==> src/common/apbI2c_macros.svh <==
// Register map and sizing constants, included by blocks that decode addresses or size FIFOs
`ifndef APBI2C_MACROS_SVH
`define APBI2C_MACROS_SVH

// APB register addresses
`define APBI2C_ADDR_TX      32'd0
`define APBI2C_ADDR_RX      32'd4
`define APBI2C_ADDR_CFG     32'd8
`define APBI2C_ADDR_TIMEOUT 32'd12
`define APBI2C_ADDR_STATUS  32'd16

// Entries in each of the TX and RX queues
`define APBI2C_FIFO_DEPTH 4

// 7-bit address answered by the behavioural slave
`define APBI2C_SLAVE_ADDR 7'h50

`endif

==> src/common/apbI2c_pkg.sv <==
// Shared types for the APB I2C master, referenced by scoped names from every block
package apbI2c_pkg;

	//////////////////////////////
	// Plain widths
	//////////////////////////////

	// APB address and data word
	typedef logic [31:0] apbWord_t;
	// One byte on the I2C bus
	typedef logic [7:0] i2cByte_t;
	// Payload of the CONFIG and TIMEOUT registers
	typedef logic [13:0] cfgWord_t;

	//////////////////////////////
	// Structs
	//////////////////////////////

	// One TX FIFO entry, taken from PWDATA[11:0]
	typedef struct packed {
		logic start;
		logic stop;
		logic read;
		logic nackLast;
		i2cByte_t data;
	} i2cCmd_t;

	// CONFIG holds enable and half period, TIMEOUT holds the longest stretch
	typedef struct packed {
		logic enable;
		logic [12:0] halfPeriod;
		cfgWord_t timeout;
	} i2cCfg_t;

	// Status register layout, PRDATA[5:0]
	typedef struct packed {
		logic busy;
		logic error;
		logic txFull;
		logic txEmpty;
		logic rxFull;
		logic rxEmpty;
	} i2cStatus_t;

	// Controller sequencing states
	typedef enum logic [2:0] {
		IDLE,
		START,
		BIT_LOW,
		BIT_HIGH,
		ACK_LOW,
		ACK_HIGH,
		STOP,
		FLUSH
	} ctrlState_t;

endpackage

==> src/hw/apbI2cTop.sv <==
// Top level of the APB I2C master, wires registers, queues and the bus engine together
`timescale 1ns/10ps
`include "apbI2c_macros.svh"

module apbI2cTop (
	input	logic					PCLK,
	input	logic					PRESETn,
	input	logic					PSELx,
	input	logic					PENABLE,
	input	logic					PWRITE,
	input	apbI2c_pkg::apbWord_t	PADDR,
	input	apbI2c_pkg::apbWord_t	PWDATA,
	input	logic					sclIn,
	input	logic					sdaIn,
	output	apbI2c_pkg::apbWord_t	PRDATA,
	output	logic					PREADY,
	output	logic					PSLVERR,
	output	logic					sclLow,
	output	logic					sdaLow,
	output	logic					intTx,
	output	logic					intRx
);
	logic txPush;
	logic txPop;
	logic txFlush;
	logic txFull;
	logic txEmpty;
	logic rxPush;
	logic rxPop;
	logic rxFull;
	logic rxEmpty;
	logic errSet;
	logic error;
	logic busy;
	logic timerRun;
	logic halfDone;
	logic tmoExpired;
	logic load;
	logic shiftBit;
	logic sampleBit;
	logic sdaBit;
	logic ackIn;
	apbI2c_pkg::i2cCmd_t txCmd;
	apbI2c_pkg::i2cCmd_t txHead;
	apbI2c_pkg::i2cByte_t rxHead;
	apbI2c_pkg::i2cByte_t rxByte;
	apbI2c_pkg::i2cByte_t loadByte;
	apbI2c_pkg::i2cCfg_t cfg;
	apbI2c_pkg::i2cStatus_t status;

	// Status word gathered from the engine, error flag and both queues
	assign status = '{busy: busy, error: error, txFull: txFull, txEmpty: txEmpty,
		rxFull: rxFull, rxEmpty: rxEmpty};

	apbRegs regs0 (
		.PCLK(PCLK), .PRESETn(PRESETn), .PSELx(PSELx), .PENABLE(PENABLE),
		.PWRITE(PWRITE), .PADDR(PADDR), .PWDATA(PWDATA), .rxHead(rxHead),
		.status(status), .errSet(errSet), .PRDATA(PRDATA), .PREADY(PREADY),
		.PSLVERR(PSLVERR), .txPush(txPush), .txCmd(txCmd), .rxPop(rxPop),
		.cfg(cfg), .error(error), .intTx(intTx), .intRx(intRx)
	);

	//////////////////////////////
	// Command and receive queues
	//////////////////////////////
	byteFifo #(.WIDTH($bits(apbI2c_pkg::i2cCmd_t)), .DEPTH(`APBI2C_FIFO_DEPTH)) txFifo0 (
		.PCLK(PCLK), .PRESETn(PRESETn), .push(txPush), .pushData(txCmd),
		.pop(txPop), .flush(txFlush), .headData(txHead), .full(txFull), .empty(txEmpty)
	);

	// RX queue is never flushed, received bytes wait for the host
	byteFifo #(.WIDTH($bits(apbI2c_pkg::i2cByte_t)), .DEPTH(`APBI2C_FIFO_DEPTH)) rxFifo0 (
		.PCLK(PCLK), .PRESETn(PRESETn), .push(rxPush), .pushData(rxByte),
		.pop(rxPop), .flush(1'b0), .headData(rxHead), .full(rxFull), .empty(rxEmpty)
	);

	//////////////////////////////
	// Bus engine
	//////////////////////////////
	i2cCtrl ctrl0 (
		.PCLK(PCLK), .PRESETn(PRESETn), .cfg(cfg), .error(error), .txHead(txHead),
		.txEmpty(txEmpty), .rxFull(rxFull), .halfDone(halfDone), .tmoExpired(tmoExpired),
		.ackIn(ackIn), .sdaBitIn(sdaBit), .txPop(txPop), .txFlush(txFlush),
		.rxPush(rxPush), .errSet(errSet), .busy(busy), .timerRun(timerRun), .load(load),
		.loadByte(loadByte), .shiftBit(shiftBit), .sampleBit(sampleBit),
		.sclLow(sclLow), .sdaLow(sdaLow)
	);

	i2cBitTimer timer0 (
		.PCLK(PCLK), .PRESETn(PRESETn), .run(timerRun), .halfPeriod(cfg.halfPeriod),
		.timeout(cfg.timeout), .sclDriven(sclLow), .sclIn(sclIn),
		.halfDone(halfDone), .tmoExpired(tmoExpired)
	);

	i2cShift shift0 (
		.PCLK(PCLK), .PRESETn(PRESETn), .load(load), .loadByte(loadByte),
		.shiftBit(shiftBit), .sampleBit(sampleBit), .sdaIn(sdaIn),
		.sdaBit(sdaBit), .rxByte(rxByte), .ackIn(ackIn)
	);

endmodule

==> src/hw/apbRegs.sv <==
// APB slave register block, turns zero-wait transfers into FIFO strobes and config writes
`timescale 1ns/10ps
`include "apbI2c_macros.svh"

module apbRegs (
	input	logic					PCLK,
	input	logic					PRESETn,
	input	logic					PSELx,
	input	logic					PENABLE,
	input	logic					PWRITE,
	input	apbI2c_pkg::apbWord_t	PADDR,
	input	apbI2c_pkg::apbWord_t	PWDATA,
	input	apbI2c_pkg::i2cByte_t	rxHead,
	input	apbI2c_pkg::i2cStatus_t	status,
	input	logic					errSet,
	output	apbI2c_pkg::apbWord_t	PRDATA,
	output	logic					PREADY,
	output	logic					PSLVERR,
	output	logic					txPush,
	output	apbI2c_pkg::i2cCmd_t	txCmd,
	output	logic					rxPop,
	output	apbI2c_pkg::i2cCfg_t	cfg,
	output	logic					error,
	output	logic					intTx,
	output	logic					intRx
);
	logic access;
	logic wrAcc;
	logic rdAcc;
	logic selTx;
	logic selRx;
	logic selCfg;
	logic selTmo;
	logic selStatus;
	logic mapped;
	apbI2c_pkg::cfgWord_t cfgReg;
	apbI2c_pkg::cfgWord_t tmoReg;

	// Access phase, no wait states
	assign access = PSELx & PENABLE;
	assign wrAcc = access & PWRITE;
	assign rdAcc = access & ~PWRITE;
	assign PREADY = access;

	// Address decode
	assign selTx = (PADDR == `APBI2C_ADDR_TX);
	assign selRx = (PADDR == `APBI2C_ADDR_RX);
	assign selCfg = (PADDR == `APBI2C_ADDR_CFG);
	assign selTmo = (PADDR == `APBI2C_ADDR_TIMEOUT);
	assign selStatus = (PADDR == `APBI2C_ADDR_STATUS);
	assign mapped = selTx | selRx | selCfg | selTmo | selStatus;

	// Queue strobes, a full TX drops the entry and an empty RX pops nothing
	assign txPush = wrAcc & selTx & ~status.txFull;
	assign txCmd = apbI2c_pkg::i2cCmd_t'(PWDATA[11:0]);
	assign rxPop = rdAcc & selRx & ~status.rxEmpty;

	// Slave error while sticky error is up, on overflow, underflow or a hole in the map
	assign PSLVERR = access & (error | ~mapped | (wrAcc & selTx & status.txFull)
		| (rdAcc & selRx & status.rxEmpty));

	// Top bit of CONFIG enables the engine, the rest is the SCL half period
	assign cfg = '{enable: cfgReg[13], halfPeriod: cfgReg[12:0], timeout: tmoReg};

	// Interrupt levels follow the queue state directly
	assign intTx = status.txEmpty;
	assign intRx = ~status.rxEmpty;

	// Read data mux
	always_comb
	begin
		PRDATA = '0;
		if (selRx)
			PRDATA = {24'd0, rxHead};
		else if (selCfg)
			PRDATA = {18'd0, cfgReg};
		else if (selTmo)
			PRDATA = {18'd0, tmoReg};
		else if (selStatus)
			PRDATA = {26'd0, status};
	end

	always_ff @(posedge PCLK)
	begin
		if (!PRESETn)
		begin
			cfgReg <= '0;
			tmoReg <= '0;
			error <= 1'b0;
		end
		else
		begin
			if (wrAcc & selCfg)
				cfgReg <= PWDATA[13:0];
			if (wrAcc & selTmo)
				tmoReg <= PWDATA[13:0];
			// A new fault wins over a clearing CONFIG write in the same cycle
			if (errSet)
				error <= 1'b1;
			else if (wrAcc & selCfg)
				error <= 1'b0;
		end
	end

endmodule

==> src/hw/byteFifo.sv <==
// Synchronous circular FIFO with flush, sized per instance for the TX and RX queues
`timescale 1ns/10ps

module byteFifo #(
	parameter int WIDTH = 8,
	parameter int DEPTH = 4
) (
	input	logic				PCLK,
	input	logic				PRESETn,
	input	logic				push,
	input	logic [WIDTH-1:0]	pushData,
	input	logic				pop,
	input	logic				flush,
	output	logic [WIDTH-1:0]	headData,
	output	logic				full,
	output	logic				empty
);
	localparam int AW = (DEPTH > 1) ? $clog2(DEPTH) : 1;

	logic [WIDTH-1:0] mem [DEPTH];
	logic [AW-1:0] wrPtr;
	logic [AW-1:0] rdPtr;
	logic [AW:0] count;
	logic doPush;
	logic doPop;

	assign full = (count == (AW+1)'(DEPTH));
	assign empty = (count == '0);
	// Overflow and underflow requests are dropped here
	assign doPush = push & ~full;
	assign doPop = pop & ~empty;
	// Head shown without a read cycle
	assign headData = mem[rdPtr];

	always_ff @(posedge PCLK)
	begin
		if (doPush)
			mem[wrPtr] <= pushData;
	end

	always_ff @(posedge PCLK)
	begin
		if (!PRESETn || flush)
		begin
			wrPtr <= '0;
			rdPtr <= '0;
			count <= '0;
		end
		else
		begin
			// Pointers wrap at DEPTH, which need not be a power of two
			if (doPush)
				wrPtr <= (wrPtr == AW'(DEPTH - 1)) ? '0 : wrPtr + 1'b1;
			if (doPop)
				rdPtr <= (rdPtr == AW'(DEPTH - 1)) ? '0 : rdPtr + 1'b1;
			count <= count + (AW+1)'(doPush) - (AW+1)'(doPop);
		end
	end

endmodule

==> src/i2cMaster/i2cBitTimer.sv <==
// SCL half-period timer with clock-stretch detection and timeout for the I2C master
`timescale 1ns/10ps

module i2cBitTimer (
	input	logic					PCLK,
	input	logic					PRESETn,
	input	logic					run,
	input	logic [12:0]			halfPeriod,
	input	apbI2c_pkg::cfgWord_t	timeout,
	input	logic					sclDriven,
	input	logic					sclIn,
	output	logic					halfDone,
	output	logic					tmoExpired
);
	logic [12:0] halfCnt;
	apbI2c_pkg::cfgWord_t stretchCnt;
	logic lineOk;
	logic stretching;

	// sclDriven is high while the master pulls SCL low
	assign lineOk = (sclDriven != sclIn);
	// Released by the master but held low by a slave
	assign stretching = run & ~sclDriven & ~sclIn;

	// Half period of halfPeriod cycles, minimum 2
	assign halfDone = run & lineOk & (halfCnt >= halfPeriod - 13'd1);
	// Fires once the stretch has lasted longer than timeout cycles
	assign tmoExpired = stretching & (stretchCnt >= timeout);

	always_ff @(posedge PCLK)
	begin
		if (!PRESETn)
		begin
			halfCnt <= '0;
			stretchCnt <= '0;
		end
		else
		begin
			// Count pauses while the sensed line disagrees with the driven one
			if (!run || halfDone)
				halfCnt <= '0;
			else if (lineOk)
				halfCnt <= halfCnt + 13'd1;
			if (!stretching)
				stretchCnt <= '0;
			else if (stretchCnt != '1)
				stretchCnt <= stretchCnt + 14'd1;
		end
	end

endmodule

==> src/i2cMaster/i2cCtrl.sv <==
// I2C master sequencer, runs one TX command through start, nine clocks and stop
`timescale 1ns/10ps

module i2cCtrl (
	input	logic					PCLK,
	input	logic					PRESETn,
	input	apbI2c_pkg::i2cCfg_t	cfg,
	input	logic					error,
	input	apbI2c_pkg::i2cCmd_t	txHead,
	input	logic					txEmpty,
	input	logic					rxFull,
	input	logic					halfDone,
	input	logic					tmoExpired,
	input	logic					ackIn,
	input	logic					sdaBitIn,
	output	logic					txPop,
	output	logic					txFlush,
	output	logic					rxPush,
	output	logic					errSet,
	output	logic					busy,
	output	logic					timerRun,
	output	logic					load,
	output	apbI2c_pkg::i2cByte_t	loadByte,
	output	logic					shiftBit,
	output	logic					sampleBit,
	output	logic					sclLow,
	output	logic					sdaLow
);
	apbI2c_pkg::ctrlState_t state;
	apbI2c_pkg::ctrlState_t stateNext;
	apbI2c_pkg::i2cCmd_t cmd;
	logic [1:0] phase;
	logic [2:0] bitCnt;
	logic busHeld;
	logic errPending;
	logic ackWait;
	logic sdaNext;
	logic lastPhase;
	logic nack;
	logic ackDrive;
	// Current bit being driven, high means release
	logic sdaBitMsb;

	// Sub-phase of START and STOP, three half periods each
	assign lastPhase = (phase == 2'd2);
	// Only a written byte can be refused
	assign nack = ~cmd.read & ackIn;
	// Master pulls SDA low in the acknowledge slot of a read unless told to NACK
	assign ackDrive = cmd.read & ~cmd.nackLast;

	assign busy = (state != apbI2c_pkg::IDLE);
	assign timerRun = busy & (state != apbI2c_pkg::FLUSH);
	assign txFlush = (state == apbI2c_pkg::FLUSH);
	// Take a command only when enabled, error free and something is queued
	assign txPop = (state == apbI2c_pkg::IDLE) & cfg.enable & ~error & ~txEmpty;
	assign load = txPop;
	// Reads shift out all ones so SDA stays released
	assign loadByte = txHead.read ? 8'hFF : txHead.data;

	//////////////////////////////
	// Next state and strobes
	//////////////////////////////
	always_comb
	begin
		stateNext = state;
		shiftBit = 1'b0;
		sampleBit = 1'b0;
		rxPush = 1'b0;
		errSet = 1'b0;
		sclLow = 1'b1;
		sdaNext = 1'b0;
		case (state)
			apbI2c_pkg::IDLE:
			begin
				// SCL stays low between commands of one transfer
				sclLow = busHeld;
				if (txPop)
					stateNext = txHead.start ? apbI2c_pkg::START : apbI2c_pkg::BIT_LOW;
			end
			apbI2c_pkg::START:
			begin
				// Release SDA, raise SCL, then drop SDA while SCL is high
				sclLow = (phase == 2'd0) & busHeld;
				sdaNext = lastPhase;
				if (tmoExpired)
				begin
					errSet = 1'b1;
					stateNext = apbI2c_pkg::STOP;
				end
				else if (halfDone & lastPhase)
					stateNext = apbI2c_pkg::BIT_LOW;
			end
			apbI2c_pkg::BIT_LOW:
			begin
				sdaNext = ~sdaBitMsb;
				if (halfDone)
					stateNext = apbI2c_pkg::BIT_HIGH;
			end
			apbI2c_pkg::BIT_HIGH:
			begin
				sclLow = 1'b0;
				sdaNext = ~sdaBitMsb;
				if (tmoExpired)
				begin
					errSet = 1'b1;
					stateNext = apbI2c_pkg::STOP;
				end
				else if (halfDone)
				begin
					// Sample at the end of the high half, SDA is stable there
					sampleBit = 1'b1;
					if (bitCnt == 3'd7)
						stateNext = apbI2c_pkg::ACK_LOW;
					else
					begin
						shiftBit = 1'b1;
						stateNext = apbI2c_pkg::BIT_LOW;
					end
				end
			end
			apbI2c_pkg::ACK_LOW:
			begin
				sdaNext = ackDrive;
				// Back-pressure, SCL held low until the RX queue has room
				if (halfDone & (~cmd.read | ~rxFull))
				begin
					rxPush = cmd.read;
					stateNext = apbI2c_pkg::ACK_HIGH;
				end
			end
			apbI2c_pkg::ACK_HIGH:
			begin
				sclLow = 1'b0;
				sdaNext = ackDrive;
				if (tmoExpired)
				begin
					errSet = 1'b1;
					stateNext = apbI2c_pkg::STOP;
				end
				else if (ackWait)
				begin
					// One extra cycle high lets the sampled acknowledge settle
					if (nack)
					begin
						errSet = 1'b1;
						stateNext = apbI2c_pkg::STOP;
					end
					else
						stateNext = cmd.stop ? apbI2c_pkg::STOP : apbI2c_pkg::IDLE;
				end
				else if (halfDone)
					sampleBit = 1'b1;
			end
			apbI2c_pkg::STOP:
			begin
				// SDA low with SCL low, raise SCL, then release SDA
				sclLow = (phase == 2'd0);
				sdaNext = ~lastPhase;
				if (tmoExpired)
				begin
					// Slave still holds SCL, give up on the stop
					errSet = 1'b1;
					stateNext = apbI2c_pkg::FLUSH;
				end
				else if (halfDone & lastPhase)
					stateNext = errPending ? apbI2c_pkg::FLUSH : apbI2c_pkg::IDLE;
			end
			apbI2c_pkg::FLUSH:
			begin
				sclLow = 1'b0;
				stateNext = apbI2c_pkg::IDLE;
			end
			default:
				stateNext = apbI2c_pkg::IDLE;
		endcase
	end

	assign sdaBitMsb = sdaBitIn;

	always_ff @(posedge PCLK)
	begin
		if (txPop)
			cmd <= txHead;
	end

	always_ff @(posedge PCLK)
	begin
		if (!PRESETn)
		begin
			state <= apbI2c_pkg::IDLE;
			phase <= '0;
			bitCnt <= '0;
			busHeld <= 1'b0;
			errPending <= 1'b0;
			ackWait <= 1'b0;
			sdaLow <= 1'b0;
		end
		else
		begin
			state <= stateNext;
			// SDA lags SCL by one cycle so it never moves on an SCL edge
			sdaLow <= sdaNext;
			if (stateNext != state)
				phase <= '0;
			else if (halfDone)
				phase <= phase + 2'd1;
			if (txPop)
				bitCnt <= '0;
			else if (sampleBit & (state == apbI2c_pkg::BIT_HIGH))
				bitCnt <= bitCnt + 3'd1;
			ackWait <= sampleBit & (state == apbI2c_pkg::ACK_HIGH);
			if ((state == apbI2c_pkg::ACK_HIGH) & (stateNext == apbI2c_pkg::IDLE))
				busHeld <= 1'b1;
			else if (state == apbI2c_pkg::STOP)
				busHeld <= 1'b0;
			if (errSet)
				errPending <= 1'b1;
			else if (state == apbI2c_pkg::FLUSH)
				errPending <= 1'b0;
		end
	end

endmodule

==> src/i2cMaster/i2cShift.sv <==
// Byte shifter for the I2C master, drives SDA bits MSB first and captures data and ACK
`timescale 1ns/10ps

module i2cShift (
	input	logic					PCLK,
	input	logic					PRESETn,
	input	logic					load,
	input	apbI2c_pkg::i2cByte_t	loadByte,
	input	logic					shiftBit,
	input	logic					sampleBit,
	input	logic					sdaIn,
	output	logic					sdaBit,
	output	apbI2c_pkg::i2cByte_t	rxByte,
	output	logic					ackIn
);
	apbI2c_pkg::i2cByte_t txReg;
	logic [3:0] sampleCnt;

	// MSB goes on the wire first
	assign sdaBit = txReg[7];

	always_ff @(posedge PCLK)
	begin
		// Fill with ones so a finished byte leaves SDA released
		if (load)
			txReg <= loadByte;
		else if (shiftBit)
			txReg <= {txReg[6:0], 1'b1};
		// First eight samples form the data byte
		if (sampleBit && (sampleCnt < 4'd8))
			rxByte <= {rxByte[6:0], sdaIn};
	end

	always_ff @(posedge PCLK)
	begin
		if (!PRESETn)
		begin
			sampleCnt <= '0;
			ackIn <= 1'b1;
		end
		else if (load)
			sampleCnt <= '0;
		else if (sampleBit)
		begin
			// Ninth sample is the acknowledge, low means ACK
			if (sampleCnt == 4'd8)
				ackIn <= sdaIn;
			else
				sampleCnt <= sampleCnt + 4'd1;
		end
	end

endmodule

==> config.mk <==
export PLATFORM = sky130hd
export DESIGN_NAME = apbI2cTop
export DESIGN_NICKNAME = d
export VERILOG_FILES = /design/src/common/apbI2c_pkg.sv /design/src/hw/apbI2cTop.sv /design/src/hw/apbRegs.sv /design/src/hw/byteFifo.sv /design/src/i2cMaster/i2cBitTimer.sv /design/src/i2cMaster/i2cCtrl.sv /design/src/i2cMaster/i2cShift.sv
export VERILOG_INCLUDE_DIRS = /design/src /design/src/common
export SDC_FILE = /design/constraint.sdc
export NUM_CORES = 1
export LEC_CHECK = 0
export BUFFER_PORTS_ARGS = -buffer_cell sky130_fd_sc_hd__buf_4
export CELL_PAD_IN_SITES_DETAIL_PLACEMENT = 1
export CELL_PAD_IN_SITES_GLOBAL_PLACEMENT = 1
export CORE_MARGIN = 3
export CORE_UTILIZATION = 50
export DETAILED_ROUTE_END_ITERATION = 8
export PLACE_DENSITY_LB_ADDON = 0.1
export SLEW_MARGIN = 20
export SYNTH_ARGS = -nofsm -noshare
export SYNTH_HDL_FRONTEND = slang
export SYNTH_SLANG_ARGS = --single-unit
==> constraint.sdc <==
create_clock -name PCLK -period 5.4 [get_ports PCLK]
set_clock_uncertainty 0.05 [all_clocks]
set_input_delay 1.08 -clock PCLK [delete_from_list [all_inputs] [get_ports PCLK]]
set_output_delay 1.08 -clock PCLK [all_outputs]
set_load 0.01 [all_outputs]
==> flow_summary_export.csv <==
group,metric,value,unit
grt,use_met2,0.428,
grt,grt_max_degree,34,
grt,grtUsageTotal,0.247,
floorplan,die-area,0.0206,sq mm
sta,tightest_slew,0.888,ns
synth,avgSynthCellArea,10.8,sq um
sta,rsz0062_at_grt,"no",
clock_network,clock_path_buffers,2,
floorplan,rows,49,
drt,via_per_inst,5.72,
final_layout,seq_area,0.00479,sq mm
synth,yosysWarnings,0,
clock_network,cts_resized,0,
sta,maxSlewHeadroom,0.408,
synth,synth_top_flop_cell,"edfxtp_1",
synth,async_reset_ff_frac,0,
clock_network,cts_tree,"done",
drt,drt_iter0_markers,417,
synth,ys_types,72,
clock_network,ctsHoldBuffers,0,
place,port_buffers,72,
final_layout,fill_cells,1966,
drt,wl_per_cell,21.0,um
setup_path,path_max_fanout,11,
sta,layout_min_cycle_time,4.78,ns
sta,max_freq,209,MHz
clock_network,cts_buffers,17,
grt,grt_util_met3,0.0419,
synth,ys_ff_latch,190,
drt,antenna_left,0,
clock_network,cts-root-buf,"clkbuf_16",
sta,finalMaxSlewViolations,0,
grt,antenna_found_initial,0,
setup_path,slowest_delay,0.70,ns
clock_network,clock-sinks,190,
final_layout,multi_input_area,0.00423,sq mm
clock_network,clk_pin_slew_worst_paths,0.08,ns
final_layout,fin_util,0.584,
place,place_hpwl,18500,um
pwr,powerDensity,269,mW/mm^2
final_layout,drive_gt1_frac,0.161,
run,cap_violations,0,
final_layout,nNetsFinal,1058,
pwr,p_total,2.87,mW
final_layout,areaGrowthSynthToFinish,12.9,%
synth,ys_seq_area_frac,0.507,
clock_network,postCtsSetupBuffers,0,
drt,dr.pass1.iters,5,
grt,grt_pass1_wl,39000,um
setup_path,critical_path.cell_chain,"nor4_1 > nand2_1 > nor3_1 > xnor2_1 > ha_1 > and4_1 > a221oi_1 > nand2_1 > nand2_2 > nor4_4 > ha_1 > fa_1 > xnor2_1 > nor2_1",
floorplan,core,0.0183,sq mm
final_layout,n_antenna_cell,0,
drt,vias,6733,
drt,wl,24800,um
setup_path,critPathKind,"reg -> reg",
setup_path,cp.arrival,5.03,ns
synth,synth-edff-count,99,
sta,final_hold_viol_count,0,
setup_path,reg2reg_slack,0.62,ns
pwr,peakVddDrop,0.228,mV
place,gp_congestion,0.960,
grt,overflow,0,
floorplan,boundaryPins,109,
synth,netlist_instances,871,
grt,use_met1,0.318,
sta,setup_tns,0,ns
clock_network,htree_levels,4,
floorplan,die_x,143,um
pwr,p_leak,4.12,nW
clock_network,insertion_delay,0.44,ns
setup_path,cp-end-kind,"flip-flop",
synth,netlist_area,0.00945,sq mm
floorplan,dieHeight,143,um
setup_path,cp-start-kind,"flip-flop",
run_status,status,"complete, no violations",
drt,drc,0,
setup_path,required,5.65,ns
floorplan,start_util,0.517,
setup_path,critical_path.slowest_cell,"a221oi_1",
sta,period_share,0.884,
sta,setup_viol,0,
hold_path,hp-class,"reg -> reg",
grt,grt_pass1_vias,7103,
grt,grt_busiest_layer,"met2",
## report_power, final
part	switching [mW]	total, mW	internal [mW]
sequential	0.0000000000145	1.51	1.51
combinational	0.0472	0.0789	0.0317
clock	0.648	1.28	0.634
total	0.695	2.87	2.17
## critical path: cells and delay by family (launching register included)
kind / cells / cell delay [ns]
AO/OA/AOI/OAI: 1 / 0.70
flip-flops: 1 / 0.37
XOR/XNOR: 2 / 0.39
adder cells (fa/ha/maj): 3 / 0.93
AND/OR/NAND/NOR: 8 / 2.20
## cell usage after synthesis (8+ instances only)
master,number,area (sq um)
mux2i_1,45,450
clkbuf_1,22,82.6
and3_1,9,56.3
ha_1,50,626
nor4_1,10,62.6
nand4_1,9,56.3
nand2_1,67,251
xor2_1,21,184
o21ai_0,30,150
dfxtp_1,91,1820
xnor2_1,19,166
nor2b_1,9,56.3
edfxtp_1,99,2970
inv_1,46,173
nor3_1,16,80.1
buf_4,19,143
nor2_1,117,439
mux4_2,20,450
nand3_1,26,130
and2_1,8,50.1
a21oi_1,41,205
## through the flow
step / setup WS, ns / area, sq um / hold WS [ns] / cells
finish: 0.625 / 10700 / 0.452 / 1177
global route: 0.380 / 10700 / 0.483 / 1177
CTS: 0.671 / 10700 / 0.456 / 1177
detailed placement: 0.764 / 10100 / 0.439 / 1145
global placement: 0.922 / 10100 / 0.406 / 1145
floorplan: 1.68 / 9510 / 0.383 / 888
## sequential cells by signal, indices dropped and copies added, names as in the netlist, 3 cells and up, named ones only
name               cells
shift0.rxByte          8
timer0.halfCnt        13
timer0.stretchCnt     14
rxFifo0.count          3
ctrl0.state            3
regs0.cfgReg          14
txFifo0.mem           48
regs0.tmoReg          14
shift0.sampleCnt       4
txFifo0.count          3
ctrl0.cmd              3
shift0.txReg           8
ctrl0.bitCnt           3
rxFifo0.mem           32
## layout make-up
| type | instances | share of cell area |
|---|---|---|
| tap | 229 | 0.0268 |
| clock inverter | 15 | 0.0165 |
| multi-input combinational | 601 | 0.396 |
| sequential | 190 | 0.449 |
| clock buffer | 17 | 0.0399 |
| timing repair buffer | 77 | 0.0542 |
| inverter | 48 | 0.0169 |
## cells in the final DEF (no fill, tap or decap), types with 3 or more instances in the layout
cell type,count
a211oi_1,3
a21o_1,4
a21oi_1,41
and2_1,8
and2_2,5
and3_1,9
buf_4,77
clkbuf_16,17
conb_1,18
dfxtp_1,91
edfxtp_1,99
ha_1,50
inv_1,46
inv_12,3
inv_8,5
mux2i_1,45
mux4_2,20
nand2_1,67
nand3_1,26
nand4_1,9
nor2_1,117
nor2b_1,9
nor3_1,16
nor3b_1,6
nor4_1,10
o211ai_1,5
o21a_1,3
o21ai_0,30
o22ai_1,5
or3_1,5
or3b_2,3
xnor2_1,19
xor2_1,21
## logic make-up after synthesis
logic type	share of synthesized area
multiplexers	0.0965
buffers and inverters	0.0515
XOR/XNOR	0.0371
other	0.000397
AO/OA/AOI/OAI	0.0775
flip-flops	0.507
AND/OR/NAND/NOR	0.159
adder cells (fa/ha/maj)	0.0704
## metal layers
| metal | part of all wire | up-vias |
|---|---|---|
| li1 | - | 3207 |
| met1 | 0.43 | 3368 |
| met2 | 0.52 | 127 |
| met3 | 0.037 | 31 |
| met4 | 0.020 | 0 |
| met5 | 0 | - |
## path summary, 6_finish.rpt
| path | start | end | depth (start not counted) |
|---|---|---|---|
| worst max register to register | regs0.cfgReg[2]$_SDFFE_PN0P_ | rxFifo0.count[2]$_SDFF_PN0_ | 14 |
| worst max-delay path | regs0.cfgReg[2]$_SDFFE_PN0P_ | rxFifo0.count[2]$_SDFF_PN0_ | 14 |
| worst min-delay path | txFifo0.rdPtr[1]$_SDFFE_PP0P_ | flip-flop | 2 |
| worst min register to register | txFifo0.rdPtr[1]$_SDFFE_PP0P_ | flip-flop | 2 |
No activity file was read; power rests on OpenSTA's default activity.
